--- src/logic/spi_mem_pkg.sv ---
// shared widths, constants and packed structs for the SPI slave memory
// every design file refers to these by scoped name

package spi_mem_pkg;

	// memory geometry
	localparam int addr_w    = 7;
	localparam int data_w    = 8;
	localparam int mem_depth = 128;

	// two flops ahead of the edge detector
	localparam int sync_stages = 2;

	// bit counter counts 0 to 8 inside one byte
	localparam int cnt_w = 4;
	localparam logic [cnt_w-1:0] bits_per_byte = cnt_w'(data_w);

	// raw pins as they arrive at the top
	typedef struct packed {
		logic spi_clk;
		logic cs_n;
		logic mosi;
	} spi_pins_t;

	// idle bus with cs_n high and spi_clk low
	localparam spi_pins_t pins_idle = '{spi_clk: 1'b0, cs_n: 1'b1, mosi: 1'b0};

	// synchronized view of the bus with one-sclk strobes
	typedef struct packed {
		logic rise;
		logic fall;
		logic cs_n;
		logic mosi;
	} spi_evt_t;

	// memory access from the transfer FSM
	typedef struct packed {
		logic [addr_w-1:0] addr;
		logic [data_w-1:0] wdata;
		logic              we;
	} mem_req_t;

endpackage

--- src/logic/spi_input_sync.sv ---
// brings spi_clk, cs_n and mosi into the sclk domain
// and turns spi_clk transitions into one-cycle rise and fall strobes
`timescale 1ns/1ns

module spi_input_sync (
	input  logic                  sclk,
	input  logic                  rst_n,
	input  spi_mem_pkg::spi_pins_t pins,
	output spi_mem_pkg::spi_evt_t  evt
);

	// synchronizer chain with index 0 facing the pins
	spi_mem_pkg::spi_pins_t sync_q [spi_mem_pkg::sync_stages];

	// previous synchronized spi_clk sample
	logic hist_clk;

	always_ff @(posedge sclk) begin
		if (!rst_n) begin
			// start from an idle bus so no edge is seen out of reset
			for (int i = 0; i < spi_mem_pkg::sync_stages; i++) begin
				sync_q[i] <= spi_mem_pkg::pins_idle;
			end
		end else begin
			sync_q[0] <= pins;
			for (int i = 1; i < spi_mem_pkg::sync_stages; i++) begin
				sync_q[i] <= sync_q[i-1];
			end
		end
	end

	always_ff @(posedge sclk) begin
		if (!rst_n) begin
			hist_clk <= spi_mem_pkg::pins_idle.spi_clk;
		end else begin
			hist_clk <= sync_q[spi_mem_pkg::sync_stages-1].spi_clk;
		end
	end

	// strobes compare the last stage with the history flop
	// cs_n and mosi come from the same stage to stay aligned
	always_comb begin
		evt.rise = sync_q[spi_mem_pkg::sync_stages-1].spi_clk & ~hist_clk;
		evt.fall = ~sync_q[spi_mem_pkg::sync_stages-1].spi_clk & hist_clk;
		evt.cs_n = sync_q[spi_mem_pkg::sync_stages-1].cs_n;
		evt.mosi = sync_q[spi_mem_pkg::sync_stages-1].mosi;
	end

endmodule

--- src/logic/spi_shift_reg.sv ---
// byte shifter between the SPI pins and the memory
// shifts mosi in on rise strobes, presents the top bit on miso at fall strobes
`timescale 1ns/1ns

module spi_shift_reg (
	input  logic                               sclk,
	input  logic                               rst_n,
	input  spi_mem_pkg::spi_evt_t              evt,
	input  logic                               load,
	input  logic [spi_mem_pkg::data_w-1:0]     load_data,
	output logic [spi_mem_pkg::data_w-1:0]     pdata,
	output logic                               miso
);

	logic [spi_mem_pkg::data_w-1:0] sreg;
	logic                           miso_q;

	// load from memory beats a shift in the same cycle
	always_ff @(posedge sclk) begin
		if (load) begin
			sreg <= load_data;
		end else if (evt.rise) begin
			// msb first so the new bit enters at the bottom
			sreg <= {sreg[spi_mem_pkg::data_w-2:0], evt.mosi};
		end
	end

	// miso changes on the falling spi_clk so the master samples
	// a stable bit on the next rise
	always_ff @(posedge sclk) begin
		if (!rst_n) begin
			miso_q <= 1'b0;
		end else if (evt.fall) begin
			miso_q <= sreg[spi_mem_pkg::data_w-1];
		end
	end

	assign pdata = sreg;
	assign miso  = miso_q;

endmodule

--- src/logic/spi_xfer_fsm.sv ---
// transaction control for one 16-bit SPI frame of an address byte and a data byte
// issues the memory write, the read-data load and the miso output enable
`timescale 1ns/1ns

module spi_xfer_fsm (
	input  logic                           sclk,
	input  logic                           rst_n,
	input  spi_mem_pkg::spi_evt_t          evt,
	input  logic [spi_mem_pkg::data_w-1:0] pdata,
	output spi_mem_pkg::mem_req_t          req,
	output logic                           load,
	output logic                           miso_oe
);

	// one-hot states
	typedef enum logic [4:0] {
		st_idle  = 5'b00001,
		st_addr  = 5'b00010,
		st_write = 5'b00100,
		st_read  = 5'b01000,
		st_done  = 5'b10000
	} state_t;

	state_t                          state;
	logic [spi_mem_pkg::cnt_w-1:0]   cnt;
	logic [spi_mem_pkg::addr_w-1:0]  addr_q;
	// set on a read and doubles as the output enable
	logic                            rw_q;

	logic byte_full;
	logic addr_latch;
	logic wr_strobe;

	// high in the cycle after the rise that completed a byte
	assign byte_full  = (cnt == spi_mem_pkg::bits_per_byte);
	assign addr_latch = (state == st_addr) && byte_full && !evt.cs_n;
	assign wr_strobe  = (state == st_write) && byte_full && !evt.cs_n;

	always_ff @(posedge sclk) begin
		if (!rst_n) begin
			state <= st_idle;
		end else if (evt.cs_n) begin
			// deselect aborts whatever is in flight
			state <= st_idle;
		end else begin
			case (state)
				st_idle: begin
					state <= st_addr;
				end
				st_addr: begin
					if (byte_full) begin
						state <= pdata[0] ? st_read : st_write;
					end
				end
				st_write, st_read: begin
					if (byte_full) begin
						state <= st_done;
					end
				end
				st_done: begin
					// extra bits are ignored until cs_n rises
					state <= st_done;
				end
				default: begin
					state <= st_idle;
				end
			endcase
		end
	end

	// bit counter restarts for each byte and parks at 8 in done
	always_ff @(posedge sclk) begin
		if (!rst_n) begin
			cnt <= '0;
		end else if (evt.cs_n) begin
			cnt <= '0;
		end else if (byte_full && state != st_done) begin
			cnt <= '0;
		end else if (evt.rise && !byte_full) begin
			cnt <= cnt + 1'b1;
		end
	end

	// upper seven bits of the first byte
	always_ff @(posedge sclk) begin
		if (addr_latch) begin
			addr_q <= pdata[spi_mem_pkg::data_w-1 -: spi_mem_pkg::addr_w];
		end
	end

	always_ff @(posedge sclk) begin
		if (!rst_n) begin
			rw_q <= 1'b0;
		end else if (evt.cs_n) begin
			rw_q <= 1'b0;
		end else if (addr_latch) begin
			rw_q <= pdata[0];
		end
	end

	// address bypasses the register while it is being latched,
	// so the read load sees the right byte in the same cycle
	always_comb begin
		if (addr_latch) begin
			req.addr = pdata[spi_mem_pkg::data_w-1 -: spi_mem_pkg::addr_w];
		end else begin
			req.addr = addr_q;
		end
		req.wdata = pdata;
		req.we    = wr_strobe;
	end

	assign load    = addr_latch && pdata[0];
	assign miso_oe = rw_q;

endmodule

--- src/logic/spi_data_mem.sv ---
// 128-byte register file behind the SPI slave
// synchronous write on we, combinational read at the request address
`timescale 1ns/1ns

module spi_data_mem (
	input  logic                           sclk,
	input  logic                           rst_n,
	input  spi_mem_pkg::mem_req_t          req,
	output logic [spi_mem_pkg::data_w-1:0] rdata
);

	logic [spi_mem_pkg::data_w-1:0] mem [spi_mem_pkg::mem_depth];

	// whole array reads back as zero after reset
	always_ff @(posedge sclk) begin
		if (!rst_n) begin
			for (int i = 0; i < spi_mem_pkg::mem_depth; i++) begin
				mem[i] <= '0;
			end
		end else if (req.we) begin
			mem[req.addr] <= req.wdata;
		end
	end

	// async read
	assign rdata = mem[req.addr];

endmodule

--- src/logic/spi_mem_top.sv ---
// SPI slave memory, mode 0, one address byte and one data byte per frame
// all logic runs on sclk and the SPI pins are sampled asynchronously
`timescale 1ns/1ns

module spi_mem_top (
	input  logic sclk,
	input  logic rst_n,
	input  logic spi_clk,
	input  logic cs_n,
	input  logic mosi,
	output logic miso,
	output logic miso_oe
);

	spi_mem_pkg::spi_pins_t         pins;
	spi_mem_pkg::spi_evt_t          evt;
	spi_mem_pkg::mem_req_t          req;
	logic [spi_mem_pkg::data_w-1:0] pdata;
	logic [spi_mem_pkg::data_w-1:0] rdata;
	logic                           load;
	logic                           miso_bit;

	assign pins = '{spi_clk: spi_clk, cs_n: cs_n, mosi: mosi};

	spi_input_sync sync_i (
		.sclk  (sclk),
		.rst_n (rst_n),
		.pins  (pins),
		.evt   (evt)
	);

	spi_shift_reg shift_i (
		.sclk      (sclk),
		.rst_n     (rst_n),
		.evt       (evt),
		.load      (load),
		.load_data (rdata),
		.pdata     (pdata),
		.miso      (miso_bit)
	);

	spi_xfer_fsm fsm_i (
		.sclk    (sclk),
		.rst_n   (rst_n),
		.evt     (evt),
		.pdata   (pdata),
		.req     (req),
		.load    (load),
		.miso_oe (miso_oe)
	);

	spi_data_mem mem_i (
		.sclk  (sclk),
		.rst_n (rst_n),
		.req   (req),
		.rdata (rdata)
	);

	// shifter bits leak out during writes so miso stays at 0 unless enabled
	assign miso = miso_bit & miso_oe;

endmodule

--- config.mk ---
export PLATFORM = sky130hd
export DESIGN_NAME = spi_mem_top
export DESIGN_NICKNAME = d
export VERILOG_FILES = /design/src/logic/spi_mem_pkg.sv /design/src/logic/spi_input_sync.sv /design/src/logic/spi_shift_reg.sv /design/src/logic/spi_xfer_fsm.sv /design/src/logic/spi_data_mem.sv /design/src/logic/spi_mem_top.sv
export SDC_FILE = /design/constraint.sdc
export NUM_CORES = 2
export LEC_CHECK = 0
export ABC_AREA = 1
export BUFFER_PORTS_ARGS = -buffer_cell sky130_fd_sc_hd__buf_2
export CORE_MARGIN = 3
export CORE_UTILIZATION = 50
export CTS_CLUSTER_DIAMETER = 30
export DETAILED_ROUTE_END_ITERATION = 6
export MAX_ROUTING_LAYER = met4
export PLACE_DENSITY = 0.65
export SYNTH_ARGS = -nofsm -noshare
export SYNTH_HDL_FRONTEND = slang
export SYNTH_HIERARCHICAL = 1
export SYNTH_SLANG_ARGS = --single-unit
--- constraint.sdc ---
create_clock -name sclk -period 8.7 [get_ports sclk]
set_input_delay 1.305 -clock sclk [delete_from_list [all_inputs] [get_ports sclk]]
set_output_delay 1.305 -clock sclk [all_outputs]
set_load 0.005 [all_outputs]
**Word-level counts from Yosys, hierarchy flattened**

Memory sizes are Yosys's and may differ from the RTL's.
Cells that the tools add are included.
Widths: inputs -> output; s select.

- Bits in writable memories: 1030
- Flip-flop bits (word level): 27
- Word-level logic and storage cells: 59
- Input bits: 5
- Memories: 2

- Muxes and demuxes: 17
- Reductions and logical operators: 15
- Bitwise operators: 8
- Add/sub/neg operators: 1
- Equality and inequality tests: 9

Memories:

| memory | depth | bits a word | read ports | clocked after Yosys merged registers in | wr ports | RTL line | RTL |
|---|---|---|---|---|---|---|---|
| mem_i.mem | 128 | 8 | 1 | 0 | 128 | spi_data_mem.sv:12 | `logic [spi_mem_pkg::data_w-1:0] mem [spi_mem_pkg::mem_depth];` |
| sync_i.sync_q | 2 | 3 | 2 | 0 | 2 | spi_input_sync.sv:13 | `spi_mem_pkg::spi_pins_t sync_q [spi_mem_pkg::sync_stages];` |

Operators with widths:

| operator | count |
|---|---|
| $mux 8 | 3 |
| $pmux 5 s4 | 1 |
| $mux 7 | 2 |
| $mux 5 | 2 |
| $reduce_or 8->1 | 1 |
| $logic_and 1x1->1 | 7 |
| $mux 1 | 6 |
| $mux 3 | 2 |
| $eq 5x1->1 const B | 1 |
| $eq 5x2->1 const B | 1 |
| $eq 5x3->1 const B | 1 |
| $eq 5x4->1 const B | 1 |
| $eq 5x5->1 const B | 1 |
| $ne 5x5->1 const B | 1 |
| $add 4x1->4 const B | 1 |
| $eq 4x4->1 const B | 1 |
| $mux 4 | 1 |
| $ne 2x1->1 const B | 2 |
| $reduce_or 2->1 | 2 |
| $and 1x1->1 | 3 |
| $not 1->1 | 3 |
| $reduce_or 3->1 | 1 |
| $logic_not 1->1 | 2 |
| $or 1x1->1 | 2 |
| 2 further kinds | 2 |

**Depth between registers and ports, before layout**

- Depth in word-level cells: 8
- Depth in mapped cells: 27
- Mapped depth without buffers: 24

**By module**

The synthesis kept the hierarchy.

By module, submodules not included:

| module | cells each | area an instance (um^2) | sequential area each (um^2) | times used |
|---|---|---|---|---|
| spi_data_mem | 5665 | 48406.4 | 30749.5 | 1 |
| spi_xfer_fsm | 122 | 944.7 | 340.3 | 1 |
| spi_shift_reg | 41 | 390.4 | 260.2 | 1 |
| spi_input_sync | 27 | 222.7 | 140.1 | 1 |
| spi_mem_top | 2 | 7.5 | 0.0 | 1 |

**Least setup slack after synthesis**

No wires, ideal clock.

- Path type: register to register
- Start point: register fsm_i/cnt[0] (netlist name)
- End point: memory mem_i/mem[11][0] (netlist name), enable pin
- Period minus slack after synthesis: 2.962 ns
- Setup time: 0.329 ns
- Setup slack: 5.738 ns
- Cell stages (with the launch flop): 18
- Arrival time: 2.633 ns
- Required time: 8.371 ns
- Path buffers: 4
- Cell sequence: dfxtp_1 -> inv_1 -> ha_1 -> nand2_2 -> clkinv_2 -> nand2_8 -> nor2_8 -> nand2_4 -> nand2_1 -> nand2_1 -> buf_2 -> inv_2 -> buf_2 -> buf_2 -> nor3_2 -> buf_2 -> nand2_1 -> nand2_1

RTL lines:

| item | RTL line | RTL |
|---|---|---|
| start, declared | spi_xfer_fsm.sv:25 | `logic [spi_mem_pkg::cnt_w-1:0] cnt;` |
| start signal, assigned | spi_xfer_fsm.sv:80 | `cnt <= cnt + 1'b1;` |
| end, declared | spi_data_mem.sv:12 |  |

==> results.md <==
- CP startpoint kind: flop
- Wire per inst: 19.79 um
- Largest net degree at the start of global routing: 245
- Max-cap viol count: 0
- Core region area: 98,710 um2
- Type of the most critical hold path: flop to flop
- Fin cells: 7,231
- Final HPWL DP: 80,970 um
- Hold slack: 0.4283 ns
- Final design utilization: 58.69%
- Outcome: finished, final reports clean
- All-layer global routing usage: 28.46%
- Routability cong.: 0.8940
- Clk_lat worst skew: 0.77 ns
- Die area: 103,800 um2
- Syn avg cell area: 8.532 um2
- Final Hold Fails: 0
- Static Leak: 25.50 nW
- FP Rows: 115
- WL final: 143,100 um
- Placed Cells: 6,834
- Chip height: 322.1 um
- Routed Antenna Nets: 0
- Antenna violations before repair: 0
- CTS root buffer: clkbuf_16
- Share of the synthesized area in the top cell type: 62.01%
- First-pass GRT wire length: 217,200 um
- RSZ-0062 raised after global routing: no
- Depth of the CTS H-tree: 4
- Met2 track demand over resource: 44.51%
- Peak VDD IR: 146.5 uV
- Cells along the critical path: inv_1 -> ha_1 -> nand2_2 -> clkinv_2 -> nand2_8 -> nor2_8 -> nand2_4 -> nand2_1 -> nand2_4 -> buf_4 -> inv_4 -> buf_4 -> nor4_4 -> buf_4 -> nand2_1 -> nand2_1
- Sink Count: 1,057
- CP Data Arrival Time: 5.80 ns
- Fin nets: 5,767
- Slowest Stage Delay on Critical Path: 0.81 ns
- I/O Buffers: 6
- Vias in the first global route: 37.31k
- Endpoints failing setup: 0
- Routed vias/inst: 5.380
- Via count: 38.90k
- Skew final: 0.02155 ns
- Met3 Resource Use GR: 5.396%
- Syn Nets: 5,864
- # DRC: 0
- Delay-heaviest family, CP: buffers and inverters
- Pre-antenna DRT Iters: 6
- CTS max path bufs: 3
- Total number of yosys warnings: 6
- Final Critical Period: 5.363 ns
- Final setup TNS: 0 ns
- Synth area leader: edfxtp_1
- Register area share after synthesis: 63.02%
- Worst slew pin tran: 1.181 ns
- Critical Path End Type: flop
- Initial detailed-routing violation count: 4,337
- Dominant synthesized flop cell: edfxtp_1
- Fmax: 186.5 MHz
- Required time of the worst setup path: 9.13 ns
- Post-CTS Setup Bufs: 0
- Num ports: 7
- Reg clk slew, reported paths: 0.04 ns
- Mapped Cells: 5,857
- Synth area leaders: edfxtp_1 (62%), nand2_1 (23%), nor2_1 (8.7%)
- Synth-to-Final Area Change: 15.92%
- CP max stage cell: nor4_4
- Fin crit share: 61.64%
- Post-synth EDFFs: 1,032
- Share of cells above drive strength 1: 7.726%
- Setup CP Type: flop to flop
- Fin. max-slew vios: 0
- Synth Register Bits: 1,057
- M1 GR Usage: 37.07%
- GR Overflow Total: 0
- Synthesized area: 49,970 um2
- Buffers & Inverters on Critical Path: 6
- CTS tree: done
- Hold-fix buffers, CTS: 0
- Die width: 322.1 um
- # resized after CTS: 0
- CP max FO: 74
- Power density cells: 250.9 nW/um2
- Num CTS Buffers: 211
- Synth unique cells: 37
- Asr flop ratio synth: 0%
- Initial core utilization: 50.63%
- Slew HR: 20.66%
- GRT busiest layer: met2
cells by family (layout without fill, tap and decap cells):
| kind of cell | Yosys count | after routing | synth area share (%) |
|---|---|---|---|
| AO/OA/AOI/OAI | 14 | 14 | 0.1728 |
| XOR/XNOR | 2 | 2 | 0.03506 |
| adder cells (fa/ha/maj) | 2 | 2 | 0.05007 |
| other | 0 | 3 | 0 |
| buffers and inverters | 451 | 535 | 3.590 |
| AND/OR/NAND/NOR | 4331 | 4331 | 33.14 |
| flip-flops | 1057 | 1057 | 63.02 |
synth_stat cells, types with 13 or more instances:
library cell / instances
buf_1: 41
buf_2: 33
clkbuf_1: 270
dfxtp_1: 25
edfxtp_1: 1032
inv_1: 78
inv_2: 14
nand2_1: 3059
nand2_2: 17
nand3_1: 55
nor2_1: 1161
or2_2: 13
cell usage in the layout (no fill, tap or decap), types with 2 or more instances in the layout:
cell        count
nand2_2        17
o21ai_0         5
nor2_2          8
ha_1            2
inv_4           2
nor2_1       1158
clkinvlp_4     17
diode_2         3
clkbuf_16     213
nand2_4         4
inv_6          26
clkinv_1       36
nand2_1      3056
edfxtp_1     1032
clkinv_4        9
inv_1          70
nor4_4          2
nor3_4          4
nand4_1         3
nor3_2          2
nor3_1          2
nand3_1        55
buf_2           5
xor2_1          2
bufinv_16      36
clkinv_2       32
or2_2          13
dfxtp_1        25
buf_4          38
inv_2          11
inv_8           2
buf_12          3
a21oi_2         3
clkbuf_1       29
a21oi_1         4
clkbuf_8        3
tightest hold or removal path: cells and delay by family, from the launching register on:
kind	cells	cell delay (ns)
buffers and inverters	1	0.03
AND/OR/NAND/NOR	1	0.06
flip-flops	1	0.30
cell type report:
class / count / area [um2]
multi-input combinational: 4349 / 16760
sequential: 1057 / 31490
timing repair buffer: 47 / 381.6
clock buffer: 245 / 5480
inverter: 94 / 414.1
antenna: 3 / 7.507
fill: 8485 / 40780
clock inverter: 149 / 1782
tap: 1287 / 1610
per-stage QoR:
stage	power, mW	instance area [um2]	worst slack [ns]
global route	14.94	57920	3.131
global placement	6.436	50660	3.537
finish	14.53	57930	3.337
floorplan	6.269	49970	5.738
CTS	14.61	57920	3.487
detailed placement	6.444	50660	3.490
routing by layer:
layer,vias up,wire length [um]
li1,18347,-
met1,18399,57650
met2,1817,66650
met3,337,13610
met4,0,5191
met5,-,0
power breakdown:
| group | switching, mW | internal (mW) | total (mW) |
|---|---|---|---|
| Combinational | 0.359 | 0.0932 | 0.452 |
| Clock | 2.63 | 5.54 | 8.17 |
| Sequential | 0.0730 | 5.84 | 5.91 |
worst paths after layout:
kind,from,to,slack [ns],depth (start not counted)
setup / recovery,fsm_i/cnt[0]$_SDFFE_PP0P_,mem_i/mem[93][2]$_SDFFCE_PN0P_,3.34,16
hold / removal,sync_i/sync_q[0][2]$_SDFF_PN0_,sync_i/sync_q[0][5]$_SDFF_PN0_,0.43,2
setup reg to reg,fsm_i/cnt[0]$_SDFFE_PP0P_,mem_i/mem[93][2]$_SDFFCE_PN0P_,3.34,16
hold reg to reg,sync_i/sync_q[0][2]$_SDFF_PN0_,sync_i/sync_q[0][5]$_SDFF_PN0_,0.43,2
sequential cells by signal, indices dropped and copies added (netlist names):
register         cells
mem_i/mem         1024
sync_i/hist_clk      1
fsm_i/miso_oe        1
fsm_i/cnt            4
sync_i/sync_q        6
fsm_i/state          5
shift_i/pdata        8
fsm_i/addr_q         7
shift_i/miso         1
Power figures use the tool's default switching activity.
